## src/rvd_pkg.sv

```systemverilog
/*
  Shared definitions for the RV32IM decode stage.
  Opcodes follow the RV32 base encoding. Compressed, A, B and CSR are not decoded.
  Register map is word indexed on a 2-bit Wishbone address.
  rf_re bit 0 flags a read of rs1 and bit 1 a read of rs2.
*/
package rvd_pkg;

  //////////////////////////////////////////////////
  // Major opcodes and register map
  //////////////////////////////////////////////////
  localparam logic [6:0] OPC_LUI    = 7'b0110111;
  localparam logic [6:0] OPC_AUIPC  = 7'b0010111;
  localparam logic [6:0] OPC_JAL    = 7'b1101111;
  localparam logic [6:0] OPC_JALR   = 7'b1100111;
  localparam logic [6:0] OPC_BRANCH = 7'b1100011;
  localparam logic [6:0] OPC_LOAD   = 7'b0000011;
  localparam logic [6:0] OPC_STORE  = 7'b0100011;
  localparam logic [6:0] OPC_OP_IMM = 7'b0010011;
  localparam logic [6:0] OPC_OP     = 7'b0110011;
  localparam logic [6:0] OPC_FENCE  = 7'b0001111;
  localparam logic [6:0] OPC_SYSTEM = 7'b1110011;

  localparam logic [6:0] FUNCT7_MULDIV = 7'b0000001; // Selects RV32M under OP

  localparam logic [1:0] REG_CTRL     = 2'd0; // Bit 0 is m_en
  localparam logic [1:0] REG_ILL_CNT  = 2'd1; // Illegal count, any write clears
  localparam logic [1:0] REG_ILL_INSN = 2'd2; // Last illegal word, read only

  localparam logic CTRL_RESET = 1'b1;         // M extension on out of reset

  //////////////////////////////////////////////////
  // Operation encodings
  //////////////////////////////////////////////////
  typedef enum logic [3:0] {
    ALU_ADD, ALU_SUB, ALU_SLL, ALU_SLT, ALU_SLTU, ALU_XOR, ALU_SRL, ALU_SRA,
    ALU_OR,  ALU_AND, ALU_EQ,  ALU_NE,  ALU_LT,   ALU_GE,  ALU_LTU, ALU_GEU
  } alu_op_e;

  typedef enum logic [1:0] {MUL_MUL, MUL_MULH, MUL_MULHSU, MUL_MULHU} mul_op_e; // funct3[1:0]
  typedef enum logic [1:0] {DIV_DIV, DIV_DIVU, DIV_REM, DIV_REMU} div_op_e;     // funct3[1:0]

  typedef enum logic [2:0] {IMM_NONE, IMM_I, IMM_S, IMM_B, IMM_U, IMM_J} imm_sel_e;

  //////////////////////////////////////////////////
  // Instruction word, one view per format
  //////////////////////////////////////////////////
  typedef struct packed {
    logic [6:0] funct7;
    logic [4:0] rs2;
    logic [4:0] rs1;
    logic [2:0] funct3;
    logic [4:0] rd;
    logic [6:0] opcode;
  } instr_r_t;

  typedef struct packed {
    logic [11:0] imm_11_0;
    logic [4:0]  rs1;
    logic [2:0]  funct3;
    logic [4:0]  rd;
    logic [6:0]  opcode;
  } instr_i_t;

  typedef struct packed {
    logic [6:0] imm_11_5;
    logic [4:0] rs2;
    logic [4:0] rs1;
    logic [2:0] funct3;
    logic [4:0] imm_4_0;
    logic [6:0] opcode;
  } instr_s_t;

  typedef struct packed {
    logic       imm_12;
    logic [5:0] imm_10_5;
    logic [4:0] rs2;
    logic [4:0] rs1;
    logic [2:0] funct3;
    logic [3:0] imm_4_1;
    logic       imm_11;
    logic [6:0] opcode;
  } instr_b_t;

  typedef struct packed {
    logic [19:0] imm_31_12;
    logic [4:0]  rd;
    logic [6:0]  opcode;
  } instr_u_t;

  typedef struct packed {
    logic       imm_20;
    logic [9:0] imm_10_1;
    logic       imm_11;
    logic [7:0] imm_19_12;
    logic [4:0] rd;
    logic [6:0] opcode;
  } instr_j_t;

  typedef union packed {
    instr_r_t r;
    instr_i_t i;
    instr_s_t s;
    instr_b_t b;
    instr_u_t u;
    instr_j_t j;
  } instr_u;

  //////////////////////////////////////////////////
  // Decoder control and pipe structs
  //////////////////////////////////////////////////
  typedef struct packed {
    logic       alu_en;
    alu_op_e    alu_op;
    logic       op_a_pc;   // Operand a is PC, else rs1 (zero if rf_re[0] clear)
    logic       op_b_imm;  // Operand b is the immediate
    logic       bch;
    logic       jmp;
    logic       mul_en;
    mul_op_e    mul_op;
    logic       div_en;
    div_op_e    div_op;
    logic       lsu_en;
    logic       lsu_we;
    logic [1:0] lsu_size;  // Byte, half, word
    logic       lsu_sext;
    logic       rf_we;
    logic [1:0] rf_re;     // {rs2, rs1}
    imm_sel_e   imm_sel;
    logic       sys_en;
    logic       ecall;
    logic       ebreak;
    logic       mret;
    logic       wfi;
    logic       fencei;
    logic       illegal;
  } decoder_ctrl_t;

  localparam decoder_ctrl_t DECODER_CTRL_ILLEGAL = '{
    alu_op:  ALU_ADD,
    mul_op:  MUL_MUL,
    div_op:  DIV_DIV,
    imm_sel: IMM_NONE,
    illegal: 1'b1,
    default: '0
  };

  typedef struct packed {
    decoder_ctrl_t ctrl;
    logic [4:0]    rs1;
    logic [4:0]    rs2;
    logic [4:0]    rd;
    logic [31:0]   imm;   // Sign extended
    logic [31:0]   instr;
  } id_ex_pipe_t;

  // Wishbone classic, word addressed
  typedef struct packed {
    logic        cyc;
    logic        stb;
    logic        we;
    logic [1:0]  adr;
    logic [31:0] dat;
    logic [3:0]  sel;
  } wb_req_t;

  typedef struct packed {
    logic        ack;
    logic [31:0] dat;
  } wb_rsp_t;

endpackage

```

## src/rvd_i_decoder.sv

```systemverilog
/*
  RV32I sub-decoder, purely combinational.
  CSR accesses and unknown encodings come out as DECODER_CTRL_ILLEGAL.
  OP with funct7 of the M extension is illegal here and left to the M decoder.
  FENCE is a no-op, FENCE.I raises fencei with sys_en.
*/
module rvd_i_decoder import rvd_pkg::*; (
  input  instr_u        instr_i,
  output decoder_ctrl_t ctrl_o
);

  logic          illegal;
  logic          alt;        // funct7 = 0100000 (SUB / SRA)
  logic [2:0]    f3;
  alu_op_e       arith_op;   // ALU op from funct3 for OP / OP_IMM
  decoder_ctrl_t ctrl;

  assign f3  = instr_i.r.funct3;
  assign alt = (instr_i.r.funct7 == 7'b0100000);

  always_comb begin
    unique case (f3)
      3'b000:  arith_op = ALU_ADD;
      3'b001:  arith_op = ALU_SLL;
      3'b010:  arith_op = ALU_SLT;
      3'b011:  arith_op = ALU_SLTU;
      3'b100:  arith_op = ALU_XOR;
      3'b101:  arith_op = alt ? ALU_SRA : ALU_SRL;
      3'b110:  arith_op = ALU_OR;
      default: arith_op = ALU_AND;
    endcase
  end

  always_comb begin
    ctrl         = DECODER_CTRL_ILLEGAL;
    ctrl.illegal = 1'b0;                 // Start from a clean no-op
    illegal      = 1'b0;

    unique case (instr_i.r.opcode)
      OPC_LUI: begin
        ctrl.alu_en   = 1'b1;
        ctrl.op_b_imm = 1'b1;
        ctrl.rf_we    = 1'b1;
        ctrl.imm_sel  = IMM_U;
      end
      OPC_AUIPC: begin
        ctrl.alu_en  = 1'b1;
        ctrl.op_a_pc = 1'b1;
        ctrl.op_b_imm = 1'b1;
        ctrl.rf_we   = 1'b1;
        ctrl.imm_sel = IMM_U;
      end
      OPC_JAL: begin                     // ALU builds the link address
        ctrl.alu_en  = 1'b1;
        ctrl.jmp     = 1'b1;
        ctrl.op_a_pc = 1'b1;
        ctrl.rf_we   = 1'b1;
        ctrl.imm_sel = IMM_J;
      end
      OPC_JALR: begin
        illegal      = (f3 != 3'b000);
        ctrl.alu_en  = 1'b1;
        ctrl.jmp     = 1'b1;
        ctrl.op_a_pc = 1'b1;
        ctrl.rf_we   = 1'b1;
        ctrl.rf_re   = 2'b01;            // Target base from rs1
        ctrl.imm_sel = IMM_I;
      end
      OPC_BRANCH: begin
        ctrl.alu_en  = 1'b1;
        ctrl.bch     = 1'b1;
        ctrl.rf_re   = 2'b11;
        ctrl.imm_sel = IMM_B;
        unique case (f3)
          3'b000:  ctrl.alu_op = ALU_EQ;
          3'b001:  ctrl.alu_op = ALU_NE;
          3'b100:  ctrl.alu_op = ALU_LT;
          3'b101:  ctrl.alu_op = ALU_GE;
          3'b110:  ctrl.alu_op = ALU_LTU;
          3'b111:  ctrl.alu_op = ALU_GEU;
          default: illegal = 1'b1;       // 010, 011 reserved
        endcase
      end
      OPC_LOAD: begin
        illegal       = (f3[1:0] == 2'b11) || (f3 == 3'b110);
        ctrl.lsu_en   = 1'b1;
        ctrl.lsu_size = f3[1:0];
        ctrl.lsu_sext = ~f3[2];          // LBU / LHU zero extend
        ctrl.rf_we    = 1'b1;
        ctrl.rf_re    = 2'b01;
        ctrl.imm_sel  = IMM_I;
      end
      OPC_STORE: begin
        illegal       = f3[2] || (f3[1:0] == 2'b11);
        ctrl.lsu_en   = 1'b1;
        ctrl.lsu_we   = 1'b1;
        ctrl.lsu_size = f3[1:0];
        ctrl.rf_re    = 2'b11;           // Address base and store data
        ctrl.imm_sel  = IMM_S;
      end
      OPC_OP_IMM: begin
        // Shift amounts need a clean upper field
        if (f3 == 3'b001) illegal = (instr_i.r.funct7 != 7'b0);
        if (f3 == 3'b101) illegal = (instr_i.r.funct7 != 7'b0) && !alt;
        ctrl.alu_en   = 1'b1;
        ctrl.alu_op   = arith_op;
        ctrl.op_b_imm = 1'b1;
        ctrl.rf_we    = 1'b1;
        ctrl.rf_re    = 2'b01;
        ctrl.imm_sel  = IMM_I;
      end
      OPC_OP: begin
        // Only ADD and SRL have an alternate form; MULDIV funct7 lands here too
        illegal     = (instr_i.r.funct7 != 7'b0) && !(alt && (f3 == 3'b000 || f3 == 3'b101));
        ctrl.alu_en = 1'b1;
        ctrl.alu_op = (alt && f3 == 3'b000) ? ALU_SUB : arith_op;
        ctrl.rf_we  = 1'b1;
        ctrl.rf_re  = 2'b11;
      end
      OPC_FENCE: begin
        illegal     = (f3[2:1] != 2'b00);
        ctrl.fencei = (f3 == 3'b001);
        ctrl.sys_en = (f3 == 3'b001);    // Plain FENCE stays a no-op
      end
      OPC_SYSTEM: begin
        ctrl.sys_en = 1'b1;
        if (f3 != 3'b000 || instr_i.r.rs1 != 5'd0 || instr_i.r.rd != 5'd0) begin
          illegal = 1'b1;                // CSR ops included
        end else begin
          unique case (instr_i.i.imm_11_0)
            12'h000: ctrl.ecall  = 1'b1;
            12'h001: ctrl.ebreak = 1'b1;
            12'h302: ctrl.mret   = 1'b1;
            12'h105: ctrl.wfi    = 1'b1;
            default: illegal = 1'b1;
          endcase
        end
      end
      default: illegal = 1'b1;
    endcase

    ctrl_o = illegal ? DECODER_CTRL_ILLEGAL : ctrl;
  end

endmodule

```

## src/rvd_m_decoder.sv

```systemverilog
/*
  RV32M sub-decoder, purely combinational.
  Only OP with funct7 0000001 matches, anything else is illegal.
*/
module rvd_m_decoder import rvd_pkg::*; (
  input  instr_u        instr_i,
  output decoder_ctrl_t ctrl_o
);

  always_comb begin
    ctrl_o = DECODER_CTRL_ILLEGAL;

    if (instr_i.r.opcode == OPC_OP && instr_i.r.funct7 == FUNCT7_MULDIV) begin
      ctrl_o.illegal = 1'b0;
      ctrl_o.rf_we   = 1'b1;
      ctrl_o.rf_re   = 2'b11;                               // Both operands from the RF
      if (!instr_i.r.funct3[2]) begin
        ctrl_o.mul_en = 1'b1;
        ctrl_o.mul_op = mul_op_e'(instr_i.r.funct3[1:0]);  // MUL, MULH, MULHSU, MULHU
      end else begin
        ctrl_o.div_en = 1'b1;
        ctrl_o.div_op = div_op_e'(instr_i.r.funct3[1:0]);  // DIV, DIVU, REM, REMU
      end
    end
  end

endmodule

```

## src/rvd_decoder.sv

```systemverilog
/*
  Decoder wrapper, combinational with zero latency.
  M results only win while m_en_i is set.
  kill_i clears the enables, rf_we and illegal; op fields pass unchanged.
*/
module rvd_decoder import rvd_pkg::*; (
  input  instr_u        instr_i,
  input  logic          m_en_i,   // From the config block
  input  logic          kill_i,   // Instruction killed by the controller
  output decoder_ctrl_t ctrl_o
);

  decoder_ctrl_t i_ctrl;
  decoder_ctrl_t m_ctrl;
  decoder_ctrl_t mux_ctrl;

  // Base ISA
  rvd_i_decoder i_decoder_i (
    .instr_i ( instr_i ),
    .ctrl_o  ( i_ctrl  )
  );

  // Multiply / divide
  rvd_m_decoder m_decoder_i (
    .instr_i ( instr_i ),
    .ctrl_o  ( m_ctrl  )
  );

  // Priority merge of the sub-decoder results
  always_comb begin
    if (m_en_i && !m_ctrl.illegal) begin
      mux_ctrl = m_ctrl;                 // M match
    end else if (!i_ctrl.illegal) begin
      mux_ctrl = i_ctrl;                 // Base match
    end else begin
      mux_ctrl = DECODER_CTRL_ILLEGAL;   // No match anywhere
    end
  end

  // Kill suppression
  always_comb begin
    ctrl_o = mux_ctrl;
    if (kill_i) begin
      ctrl_o.alu_en  = 1'b0;
      ctrl_o.mul_en  = 1'b0;
      ctrl_o.div_en  = 1'b0;
      ctrl_o.lsu_en  = 1'b0;
      ctrl_o.sys_en  = 1'b0;
      ctrl_o.rf_we   = 1'b0;
      ctrl_o.illegal = 1'b0;             // Killed words are never counted
    end
  end

endmodule

```

## src/rvd_cfg_regs.sv

```systemverilog
/*
  Wishbone classic register block of the decode stage.
  Ack comes one cycle after cyc and stb, lasts one cycle, then the slave waits
  for stb or cyc to drop. Writes land on the ack edge.
  Illegal counter wraps at 2^32; a clear write beats a same-edge increment.
*/
module rvd_cfg_regs import rvd_pkg::*; (
  input  logic        clk,
  input  logic        rst_i,
  input  wb_req_t     wb_req_i,
  output wb_rsp_t     wb_rsp_o,
  input  logic        ill_event_i,   // One pulse per accepted illegal word
  input  logic [31:0] ill_insn_i,
  output logic        m_en_o
);

  logic        req;          // New request to serve this cycle
  logic        wr;
  logic        served_q;     // Current strobe already answered
  logic        ack_q;
  logic [31:0] rdata_q;
  logic        m_en_q;
  logic [31:0] ill_cnt_q;
  logic [31:0] ill_insn_q;

  assign req = wb_req_i.cyc & wb_req_i.stb & ~served_q;
  assign wr  = req & wb_req_i.we;

  //////////////////////////////////////////////////
  // Bus handshake
  //////////////////////////////////////////////////
  always_ff @(posedge clk) begin
    if (rst_i) begin
      served_q <= 1'b0;
      ack_q    <= 1'b0;
    end else begin
      ack_q    <= req;                                    // Single-cycle ack
      served_q <= (wb_req_i.cyc & wb_req_i.stb) & (served_q | req);
    end
  end

  // Read data, sampled with the request
  always_ff @(posedge clk) begin
    if (req) begin
      unique case (wb_req_i.adr)
        REG_CTRL:     rdata_q <= {31'b0, m_en_q};
        REG_ILL_CNT:  rdata_q <= ill_cnt_q;
        REG_ILL_INSN: rdata_q <= ill_insn_q;
        default:      rdata_q <= '0;                      // Unmapped word
      endcase
    end
  end

  //////////////////////////////////////////////////
  // Registers
  //////////////////////////////////////////////////
  always_ff @(posedge clk) begin
    if (rst_i) begin
      m_en_q     <= CTRL_RESET;
      ill_cnt_q  <= '0;
      ill_insn_q <= '0;
    end else begin
      if (wr && wb_req_i.adr == REG_CTRL && wb_req_i.sel[0]) m_en_q <= wb_req_i.dat[0];

      if (wr && wb_req_i.adr == REG_ILL_CNT) begin
        ill_cnt_q <= '0;                                  // Any write clears
      end else if (ill_event_i) begin
        ill_cnt_q <= ill_cnt_q + 32'd1;
      end

      if (ill_event_i) ill_insn_q <= ill_insn_i;          // Last offender
    end
  end

  assign wb_rsp_o.ack = ack_q;
  assign wb_rsp_o.dat = rdata_q;
  assign m_en_o       = m_en_q;

endmodule

```

## src/rvd_id_stage.sv

```systemverilog
/*
  RV32IM decode stage, top level.
  valid/ready on both sides; one cycle from accept to ex_valid_o, full throughput.
  Source holds instr_i stable while it waits for ready.
  Killed words still produce a beat with their enables cleared.
*/
module rvd_id_stage import rvd_pkg::*; (
  input  logic        clk,
  input  logic        rst_i,
  input  logic        instr_valid_i,
  input  logic [31:0] instr_i,
  output logic        instr_ready_o,
  input  logic        kill_i,
  output logic        ex_valid_o,
  output id_ex_pipe_t ex_pipe_o,
  input  logic        ex_ready_i,
  input  wb_req_t     wb_req_i,
  output wb_rsp_t     wb_rsp_o
);

  instr_u        instr;
  decoder_ctrl_t ctrl;
  logic          m_en;
  logic          accept;
  logic          ill_event;
  logic [31:0]   imm;
  id_ex_pipe_t   pipe_d;
  id_ex_pipe_t   pipe_q;
  logic          valid_q;

  assign instr         = instr_i;
  assign instr_ready_o = ~valid_q | ex_ready_i;    // Stage empty or draining
  assign accept        = instr_valid_i & instr_ready_o;
  assign ill_event     = accept & ctrl.illegal;    // Already zero when killed

  rvd_decoder decoder_i (
    .instr_i ( instr  ),
    .m_en_i  ( m_en   ),
    .kill_i  ( kill_i ),
    .ctrl_o  ( ctrl   )
  );

  rvd_cfg_regs cfg_regs_i (
    .clk         ( clk       ),
    .rst_i       ( rst_i     ),
    .wb_req_i    ( wb_req_i  ),
    .wb_rsp_o    ( wb_rsp_o  ),
    .ill_event_i ( ill_event ),
    .ill_insn_i  ( instr_i   ),
    .m_en_o      ( m_en      )
  );

  //////////////////////////////////////////////////
  // Immediate assembly, sign extended
  //////////////////////////////////////////////////
  always_comb begin
    unique case (ctrl.imm_sel)
      IMM_I: imm = {{20{instr.i.imm_11_0[11]}}, instr.i.imm_11_0};
      IMM_S: imm = {{20{instr.s.imm_11_5[6]}}, instr.s.imm_11_5, instr.s.imm_4_0};
      IMM_B: imm = {{20{instr.b.imm_12}}, instr.b.imm_11, instr.b.imm_10_5,
                    instr.b.imm_4_1, 1'b0};
      IMM_U: imm = {instr.u.imm_31_12, 12'b0};
      IMM_J: imm = {{12{instr.j.imm_20}}, instr.j.imm_19_12, instr.j.imm_11,
                    instr.j.imm_10_1, 1'b0};
      default: imm = '0;                           // No immediate
    endcase
  end

  always_comb begin
    pipe_d.ctrl  = ctrl;
    pipe_d.rs1   = instr.r.rs1;
    pipe_d.rs2   = instr.r.rs2;
    pipe_d.rd    = instr.r.rd;
    pipe_d.imm   = imm;
    pipe_d.instr = instr_i;
  end

  //////////////////////////////////////////////////
  // ID/EX register
  //////////////////////////////////////////////////
  always_ff @(posedge clk) begin
    if (rst_i) begin
      valid_q <= 1'b0;
    end else if (instr_ready_o) begin
      valid_q <= instr_valid_i;                    // Refill or go empty
    end
  end

  always_ff @(posedge clk) begin
    if (accept) pipe_q <= pipe_d;                  // Holds under back-pressure
  end

  assign ex_valid_o = valid_q;
  assign ex_pipe_o  = pipe_q;

endmodule

```

## config.mk

```make
export PLATFORM = sky130hd
export DESIGN_NAME = rvd_id_stage
export DESIGN_NICKNAME = d
export VERILOG_FILES = /design/src/rvd_pkg.sv /design/src/rvd_i_decoder.sv /design/src/rvd_m_decoder.sv /design/src/rvd_decoder.sv /design/src/rvd_cfg_regs.sv /design/src/rvd_id_stage.sv
export SDC_FILE = /design/constraint.sdc
export NUM_CORES = 1
export LEC_CHECK = 0
export ABC_AREA = 1
export BUFFER_PORTS_ARGS = -buffer_cell sky130_fd_sc_hd__buf_4
export CAP_MARGIN = 40
export CORE_UTILIZATION = 50
export DETAILED_ROUTE_END_ITERATION = 10
export GPL_TIMING_DRIVEN = 0
export MAX_ROUTING_LAYER = met4
export PLACE_DENSITY = 0.76
export SYNTH_ARGS = -nofsm -noshare
export SYNTH_HDL_FRONTEND = slang
export SYNTH_HIERARCHICAL = 1
export SYNTH_SLANG_ARGS = --single-unit
```

## constraint.sdc

```tcl
create_clock -name clk -period 7.6 [get_ports clk]
set_input_delay 1.52 -clock clk [delete_from_list [all_inputs] [get_ports clk]]
set_output_delay 1.52 -clock clk [all_outputs]
set_load 0.05 [all_outputs]
```

==> results.json, run 1 <==
{
  "syn_to_final_growth_pct": 25.5,
  "grt_pass1_vias": 7606,
  "dp_hpwl_mm": 18.9,
  "min_path_type": "flop to flop",
  "n_antenna_cell": 0,
  "leakage_nw": 5.35,
  "core_area_um2": 19000,
  "drv_slew": 0,
  "cts_root_buf": "clkbuf_16",
  "drt_iter0_markers": 499,
  "skew_ps": 6.86,
  "io_pins": 225,
  "htreeDepth": 4,
  "min_period_ps": 4790,
  "vias": 8105,
  "clock_latency_ps": 440,
  "multiInputGateArea_um2": 3690,
  "antenna_found_initial": 0,
  "placed_area_um2": 11700,
  "drt_pre_antenna_iters": 5,
  "period_share_pct": 63.1,
  "synth.distinct_cells": 41,
  "hold_viol": 0,
  "total_power_mw": 2.48,
  "drt_wl_total_mm": 25.1,
  "cp.required_ps": 7930,
  "portBuffers": 189,
  "path_class": "primary input to flop",
  "maxUsedRoutingLayer": "met4",
  "start_kind": "primary input",
  "end_kind": "flop",
  "critPathMaxFanout": 10,
  "worst_pin_slew_ps": 548,
  "drtAntennaViolNets": 0,
  "routed_via_density": 4.97,
  "track_usage_pct": 26.4,
  "slew_headroom_pct": 63.4,
  "drt-met1-wl_mm": 10.7,
  "setup_viol": 0,
  "fin_util_pct": 64.8,
  "clk_pin_slew_worst_paths_ps": 80,
  "cts_buffer_depth": 2,
  "syn-cell-area_um2": 9790,
  "p_per_area_nw_per_um2": 202,
  "grt_overflow": 0,
  "cts_setup_buffers": 0,
  "place_congestion": 0.917,
  "fillers": 1587,
  "cts_resized": 0,
  "cts_tree": "yes",
  "fin_nets": 1441,
  "cap_violations": 0,
  "grt_max_degree": 78,
  "async_flop_share_pct": 0,
  "std_cell_rows": 50,
  "wl_met3_mm": 1.20,
  "synth-edff-count": 129,
  "finalSetupTns_ps": 0,
  "fp.dieArea_um2": 20100,
  "ys_seq_area_share_pct": 53.5,
  "drive_gt1_share_pct": 28.0,
  "grt_pass1_wl_mm": 39.4,
  "fmax_mhz": 209,
  "ctsHoldBuffers": 0,
  "yosysWarnings": 6,
  "synth-seq-cells": 197,
  "register_area_um2": 5240,
  "status": "completed",
  "cts_sinks": 197,
  "hold_slack_ps": 487,
  "cts_inserted_buffers": 17,
  "synthCells": 1120,
  "routed-wl-met2_mm": 12.6,
  "grt_setup_unrepaired": "false",
  "critPathArrivalTime_ps": 5120,
  "syn_area_per_cell_um2": 8.74,
  "wire_per_inst_um": 15.4,
  "final_area_um2": 12300,
  "dieWidth_um": 142,
  "chipHeight_um": 142,
  "start_util_pct": 51.6,
  "synth_flop_cell": "edfxtp_1",
  "peakVddDrop_mv": 0.152,
  "drc": 0
}
## cell usage after synthesis, drive strengths merged, types with 6 or more instances
master  instances  area [um^2]
nand2         250         1020
buf            72          543
nor2          214          995
nor3           17          123
clkbuf         13         48.8
nand4          10         68.8
dfxtp          68         1360
o21ai          77          385
nand3         122          648
inv            98          378
a21oi          26          141
xor2            6         52.6
edfxtp        129         3870
ha              6         75.1
## cell type report
class	count	area share [%]
buffer	85	4.82
clock buffer	17	3.46
clock inverter	15	1.36
inverter	99	3.13
multi-input combinational	766	30.0
sequential	197	42.6
tap	260	2.65
timing repair buffer	191	11.9
## registers in the layout, summed over array words and instances (netlist names)
register               count
ex_valid_o                 1
cfg_regs_i/ill_cnt_q      32
cfg_regs_i/rdata_q        32
cfg_regs_i/m_en_o          1
cfg_regs_i/ill_insn_q     32
cfg_regs_i/ack_q           1
cfg_regs_i/served_q        1
ex_pipe_o                 97
## critical path, cell delays in order
cell	delay [ps]
buf_4	190
buf_2	240
inv_1	110
ha_1	190
inv_1	70
nand3_2	60
nand2_1	70
nor2_1	40
nand2_1	50
nor2_1	50
nand3_2	130
buf_6	180
buf_4	120
inv_1	80
buf_2	210
nor3_1	330
inv_1	70
nor2_1	440
inv_1	140
nor2_1	170
nand3_1	160
nor2_2	270
xor2_1	160
nor2_1	50
## per-layer routing
metal  vias to the layer above  global-route usage, %
met5                         -                      -
met4                         0                   9.73
met3                        43                   3.58
met2                       243                   44.9
met1                      3756                   32.0
li1                       4063                      -
## worst paths after layout
kind	start	endpoint	slack [ps]	cells after the start
worst min-delay path	cfg_regs_i/ill_cnt_q[8]	cfg_regs_i/ill_cnt_q[8]	490	2
worst max register to register	cfg_regs_i/m_en_o	cfg_regs_i/ill_cnt_q[21]	4920	12
worst max-delay path	instr_i[14]	cfg_regs_i/ill_cnt_q[21]	2810	24
worst min register to register	cfg_regs_i/ill_cnt_q[8]	cfg_regs_i/ill_cnt_q[8]	490	2
## kinds of logic (layout without fill, tap and decap cells)
logic type | count (synthesis) | in the layout | share of synthesized area [%]
AOI/OAI and AO/OA | 106 | 106 | 5.60
xor gates and xnor gates | 7 | 7 | 0.626
adders and majority gates | 6 | 6 | 0.767
buffers and inverters | 184 | 407 | 9.94
DFF | 197 | 197 | 53.5
other | 2 | 29 | 0.0767
and+or+nand+nor | 618 | 618 | 29.5
## cell usage in the layout (no fill, tap or decap), drive strengths merged, types with 29 or more instances in the layout
master | Yosys | final
inv | 98 | 105
clkbuf | 13 | 30
nor2 | 214 | 214
edfxtp | 129 | 129
conb | 2 | 29
nand3 | 122 | 122
buf | 72 | 263
nand2 | 250 | 250
dfxtp | 68 | 68
o21ai | 77 | 77
## metrics by stage
stage / std cells / setup slack [ps]
6_report: 1630 / 2810
5_1_grt: 1630 / 2530
4_1_cts: 1630 / 2820
3_5_place_dp: 1598 / 2380
3_3_place_gp: 1596 / 2400
2_1_floorplan: 1147 / 3170
## report_power, final
| group | internal [mW] | switching [mW] |
|---|---|---|
| registers | 1.19 | 0.0191 |
| logic | 0.106 | 0.257 |
| clock network | 0.469 | 0.444 |
| total | 1.76 | 0.720 |
Power figures use the tool's default switching activity.
==> run 2, diff against run 1 <==
ABC_AREA = 0   (was 1)
CORE_UTILIZATION = 49   (was 50)
PLACE_DENSITY = 0.78   (was 0.76)
clock period = 4.11 ns   (was 7.6 ns; I/O delays follow)
==> run 2 against run 1 <==
  * Non-clock buffer count increased by 29
  * Critical path type unchanged
  * First-iteration DRC count increased by 39%
  * Utilization decreased by 0.65 points
  * Die area decreased by 1.4%
  * Sequential share of layout area increased by 0.71 points
  * Clock power increased by 89%
  * Clock-buffer cell count increased by 1
  * Critical path depth decreased by 8
  * Combinational power increased by 82%
  * Synthesized cell count decreased by 24%
  * Setup slack got worse by 2700 ps
==> results.json, run 2 <==
{
  "status": "completed",
  "final_common_cell": "buf_4",
  "period_share_pct": 97.3,
  "drt_pre_antenna_iters": 6,
  "drive_gt1_share_pct": 31.8,
  "async_flop_share_pct": 0,
  "critPathMaxFanout": 10,
  "synth_flop_cell": "edfxtp_1",
  "drc": 0,
  "seqPwrFrac_pct": 48.2,
  "grt_pass1_vias": 7086,
  "min_path_type": "flop to flop",
  "wire_per_inst_um": 18.5,
  "syn_area_per_cell_um2": 11.1,
  "yosys-top-cells-area": "edfxtp_1, dfxtp_1, buf_4",
  "p_sw_share_pct": 28.0,
  "hold_slack_ps": 404,
  "min_period_ps": 4000,
  "vias": 7600,
  "track_usage_pct": 26.6,
  "fin_nets": 1184,
  "internal-power_mw": 3.33,
  "std_cell_rows": 50,
  "core_area_um2": 18800,
  "n_antenna_cell": 0,
  "worstHoldPathCells": 1,
  "p_per_area_nw_per_um2": 382,
  "antenna_found_initial": 0,
  "cts_tree": "yes",
  "yosysMostFrequentCell": "edfxtp_1",
  "peakVddDrop_mv": 0.281,
  "cts_buffer_depth": 2,
  "end_kind": "flop",
  "portBuffers": 190,
  "drt_wl_total_mm": 25.4,
  "synthTopCellsByCount": "edfxtp_1, nand2_1, nor2_1",
  "synth-edff-count": 129,
  "largest_reg_flops": 97,
  "critPathArrivalTime_ps": 4370,
  "yosysWarnings": 6,
  "ctsHoldBuffers": 0,
  "drv_slew": 0,
  "fp.dieArea_um2": 19900,
  "dieWidth_um": 141,
  "place_congestion": 0.934,
  "fmax_mhz": 250,
  "drt_iter0_markers": 694,
  "clk_pin_slew_worst_paths_ps": 70,
  "slew_headroom_pct": 46.1,
  "synth_area_leader_cell": "edfxtp_1",
  "ff2ff_setup_slack_ps": 1430,
  "drtAntennaViolNets": 0,
  "cts_root_buf": "clkbuf_16",
  "path_class": "primary input to flop",
  "io_pins": 225,
  "setup_viol": 0,
  "synthCells": 855,
  "syn_to_final_growth_pct": 27.7,
  "routed_via_density": 5.54,
  "dp_slack_ps": -1140,
  "ys_seq_area_share_pct": 55.3,
  "clock_latency_ps": 450,
  "syn-cell-area_um2": 9460,
  "chipHeight_um": 141,
  "grt_pass1_wl_mm": 38.7,
  "setup_slack_ps": 110,
  "mostFrequentLayoutCells": "buf_4, edfxtp_1, nand2_1",
  "fin_util_pct": 64.2,
  "skew_ps": 12.1,
  "cap_violations": 0,
  "dp_hpwl_mm": 18.0,
  "worst_pin_slew_ps": 808,
  "cts_inserted_buffers": 17,
  "start_util_pct": 50.2,
  "htreeDepth": 4,
  "grt_overflow": 0,
  "cts_sinks": 197,
  "start_kind": "primary input",
  "grt_max_degree": 50,
  "p_sw_mw": 1.29,
  "reg2reg_depth": 11,
  "hold_viol": 0,
  "netlist.area_leader.share_pct": 41.0,
  "synth-seq-cells": 197,
  "synth.distinct_cells": 75,
  "clockPowerShare_pct": 37.5,
  "pwr-share-comb_pct": 14.3,
  "leakage_nw": 4.83,
  "cp.required_ps": 4480
}
-- run 2: cell types whose count changed in the layout (fill, tap and decap cells not counted), sizes merged, moves of 14 or more --
cell    delta
nand2    -168
nor2     -138
nand3     -94
inv       -85
o21ai     -59
nand3b    +37
a22o      +35
mux2i     +35
buf       +20
or3       +20
or4       +14
-- run 2: final timing paths --
check | start | end
setup / recovery | instr_i[6] | cfg_regs_i/ill_cnt_q[31]
hold / removal | cfg_regs_i/served_q | cfg_regs_i/ack_q
setup reg to reg | cfg_regs_i/m_en_o | cfg_regs_i/ill_cnt_q[31]
hold reg to reg | cfg_regs_i/served_q | cfg_regs_i/ack_q
-- run 2: repair_timing --
action / in CTS / in global routing
endpoints found under the setup margin: 70 / 26
pin swaps: 5 / 5
setup buffers: 5 / 5
resized for setup: 10 / 6
endpoints found under the hold margin: 0 / 0
-- run 2: worst max-delay path, stage by stage --
cell and delay, ps:
buf_4 150, or3b_4 420, or3_4 370, a311oi_2 300
a2111o_2 170, buf_8 90, o21bai_1 100, buf_4 170
nor3b_4 250, and3_4 250, and4_1 210, buf_6 120
buf_4 110, nand3_4 110, or4_1 560, a21oi_1 160
-- run 2: layer usage --
layer / global-route usage (%) / routed length [um] / vias up
met5: - / 0 / -
met4: 9.44 / 546 / 0
met3: 4.89 / 1740 / 43
met2: 41.8 / 12100 / 375
met1: 34.5 / 11000 / 3606
li1: - / - / 3576
-- run 2: power groups by stage --
| stage | Sequential, mW | Combinational (mW) | Clock, mW |
|---|---|---|---|
| after floorplan | 2.47 | 0.212 | 0 |
| after global placement | 2.27 | 0.643 | 0 |
| after detailed placement | 2.27 | 0.651 | 0 |
| after CTS | 2.22 | 0.657 | 1.75 |
| after global routing | 2.23 | 0.693 | 1.84 |
| final | 2.22 | 0.662 | 1.73 |
-- run 2: final cells by class --
type | count | area, um^2
Inverter | 10 | 37.5
Multi-Input combinational cell | 569 | 3670
Timing Repair Buffer | 201 | 1530
Tap cell | 260 | 325
Sequential cell | 197 | 5240
Clock inverter | 14 | 178
Buffer | 104 | 676
Fill cell | 1500 | 6750
Clock buffer | 18 | 429
-- run 2: cells by family (layout without fill, tap and decap cells) --
group	count (synthesis)	after routing	share of synthesized area, %
other cells	2	29	0.0794
simple gates	361	361	22.0
xor+xnor	11	11	1.02
mux	36	36	3.86
fa+ha+maj	6	6	0.794
compound gates	126	126	9.46
buf+inv	116	347	7.46
flops	197	197	55.3
-- run 2: metrics by stage --
step	power, mW	TNS (ps)	cell area, um^2	std cells
floorplan	2.69	0	9570	882
global placement	2.92	-122290	11300	1332
detailed placement	2.92	-72860	11300	1333
CTS	4.63	0	12000	1369
global route	4.76	-50.7	12100	1373
finish	4.62	0	12100	1373
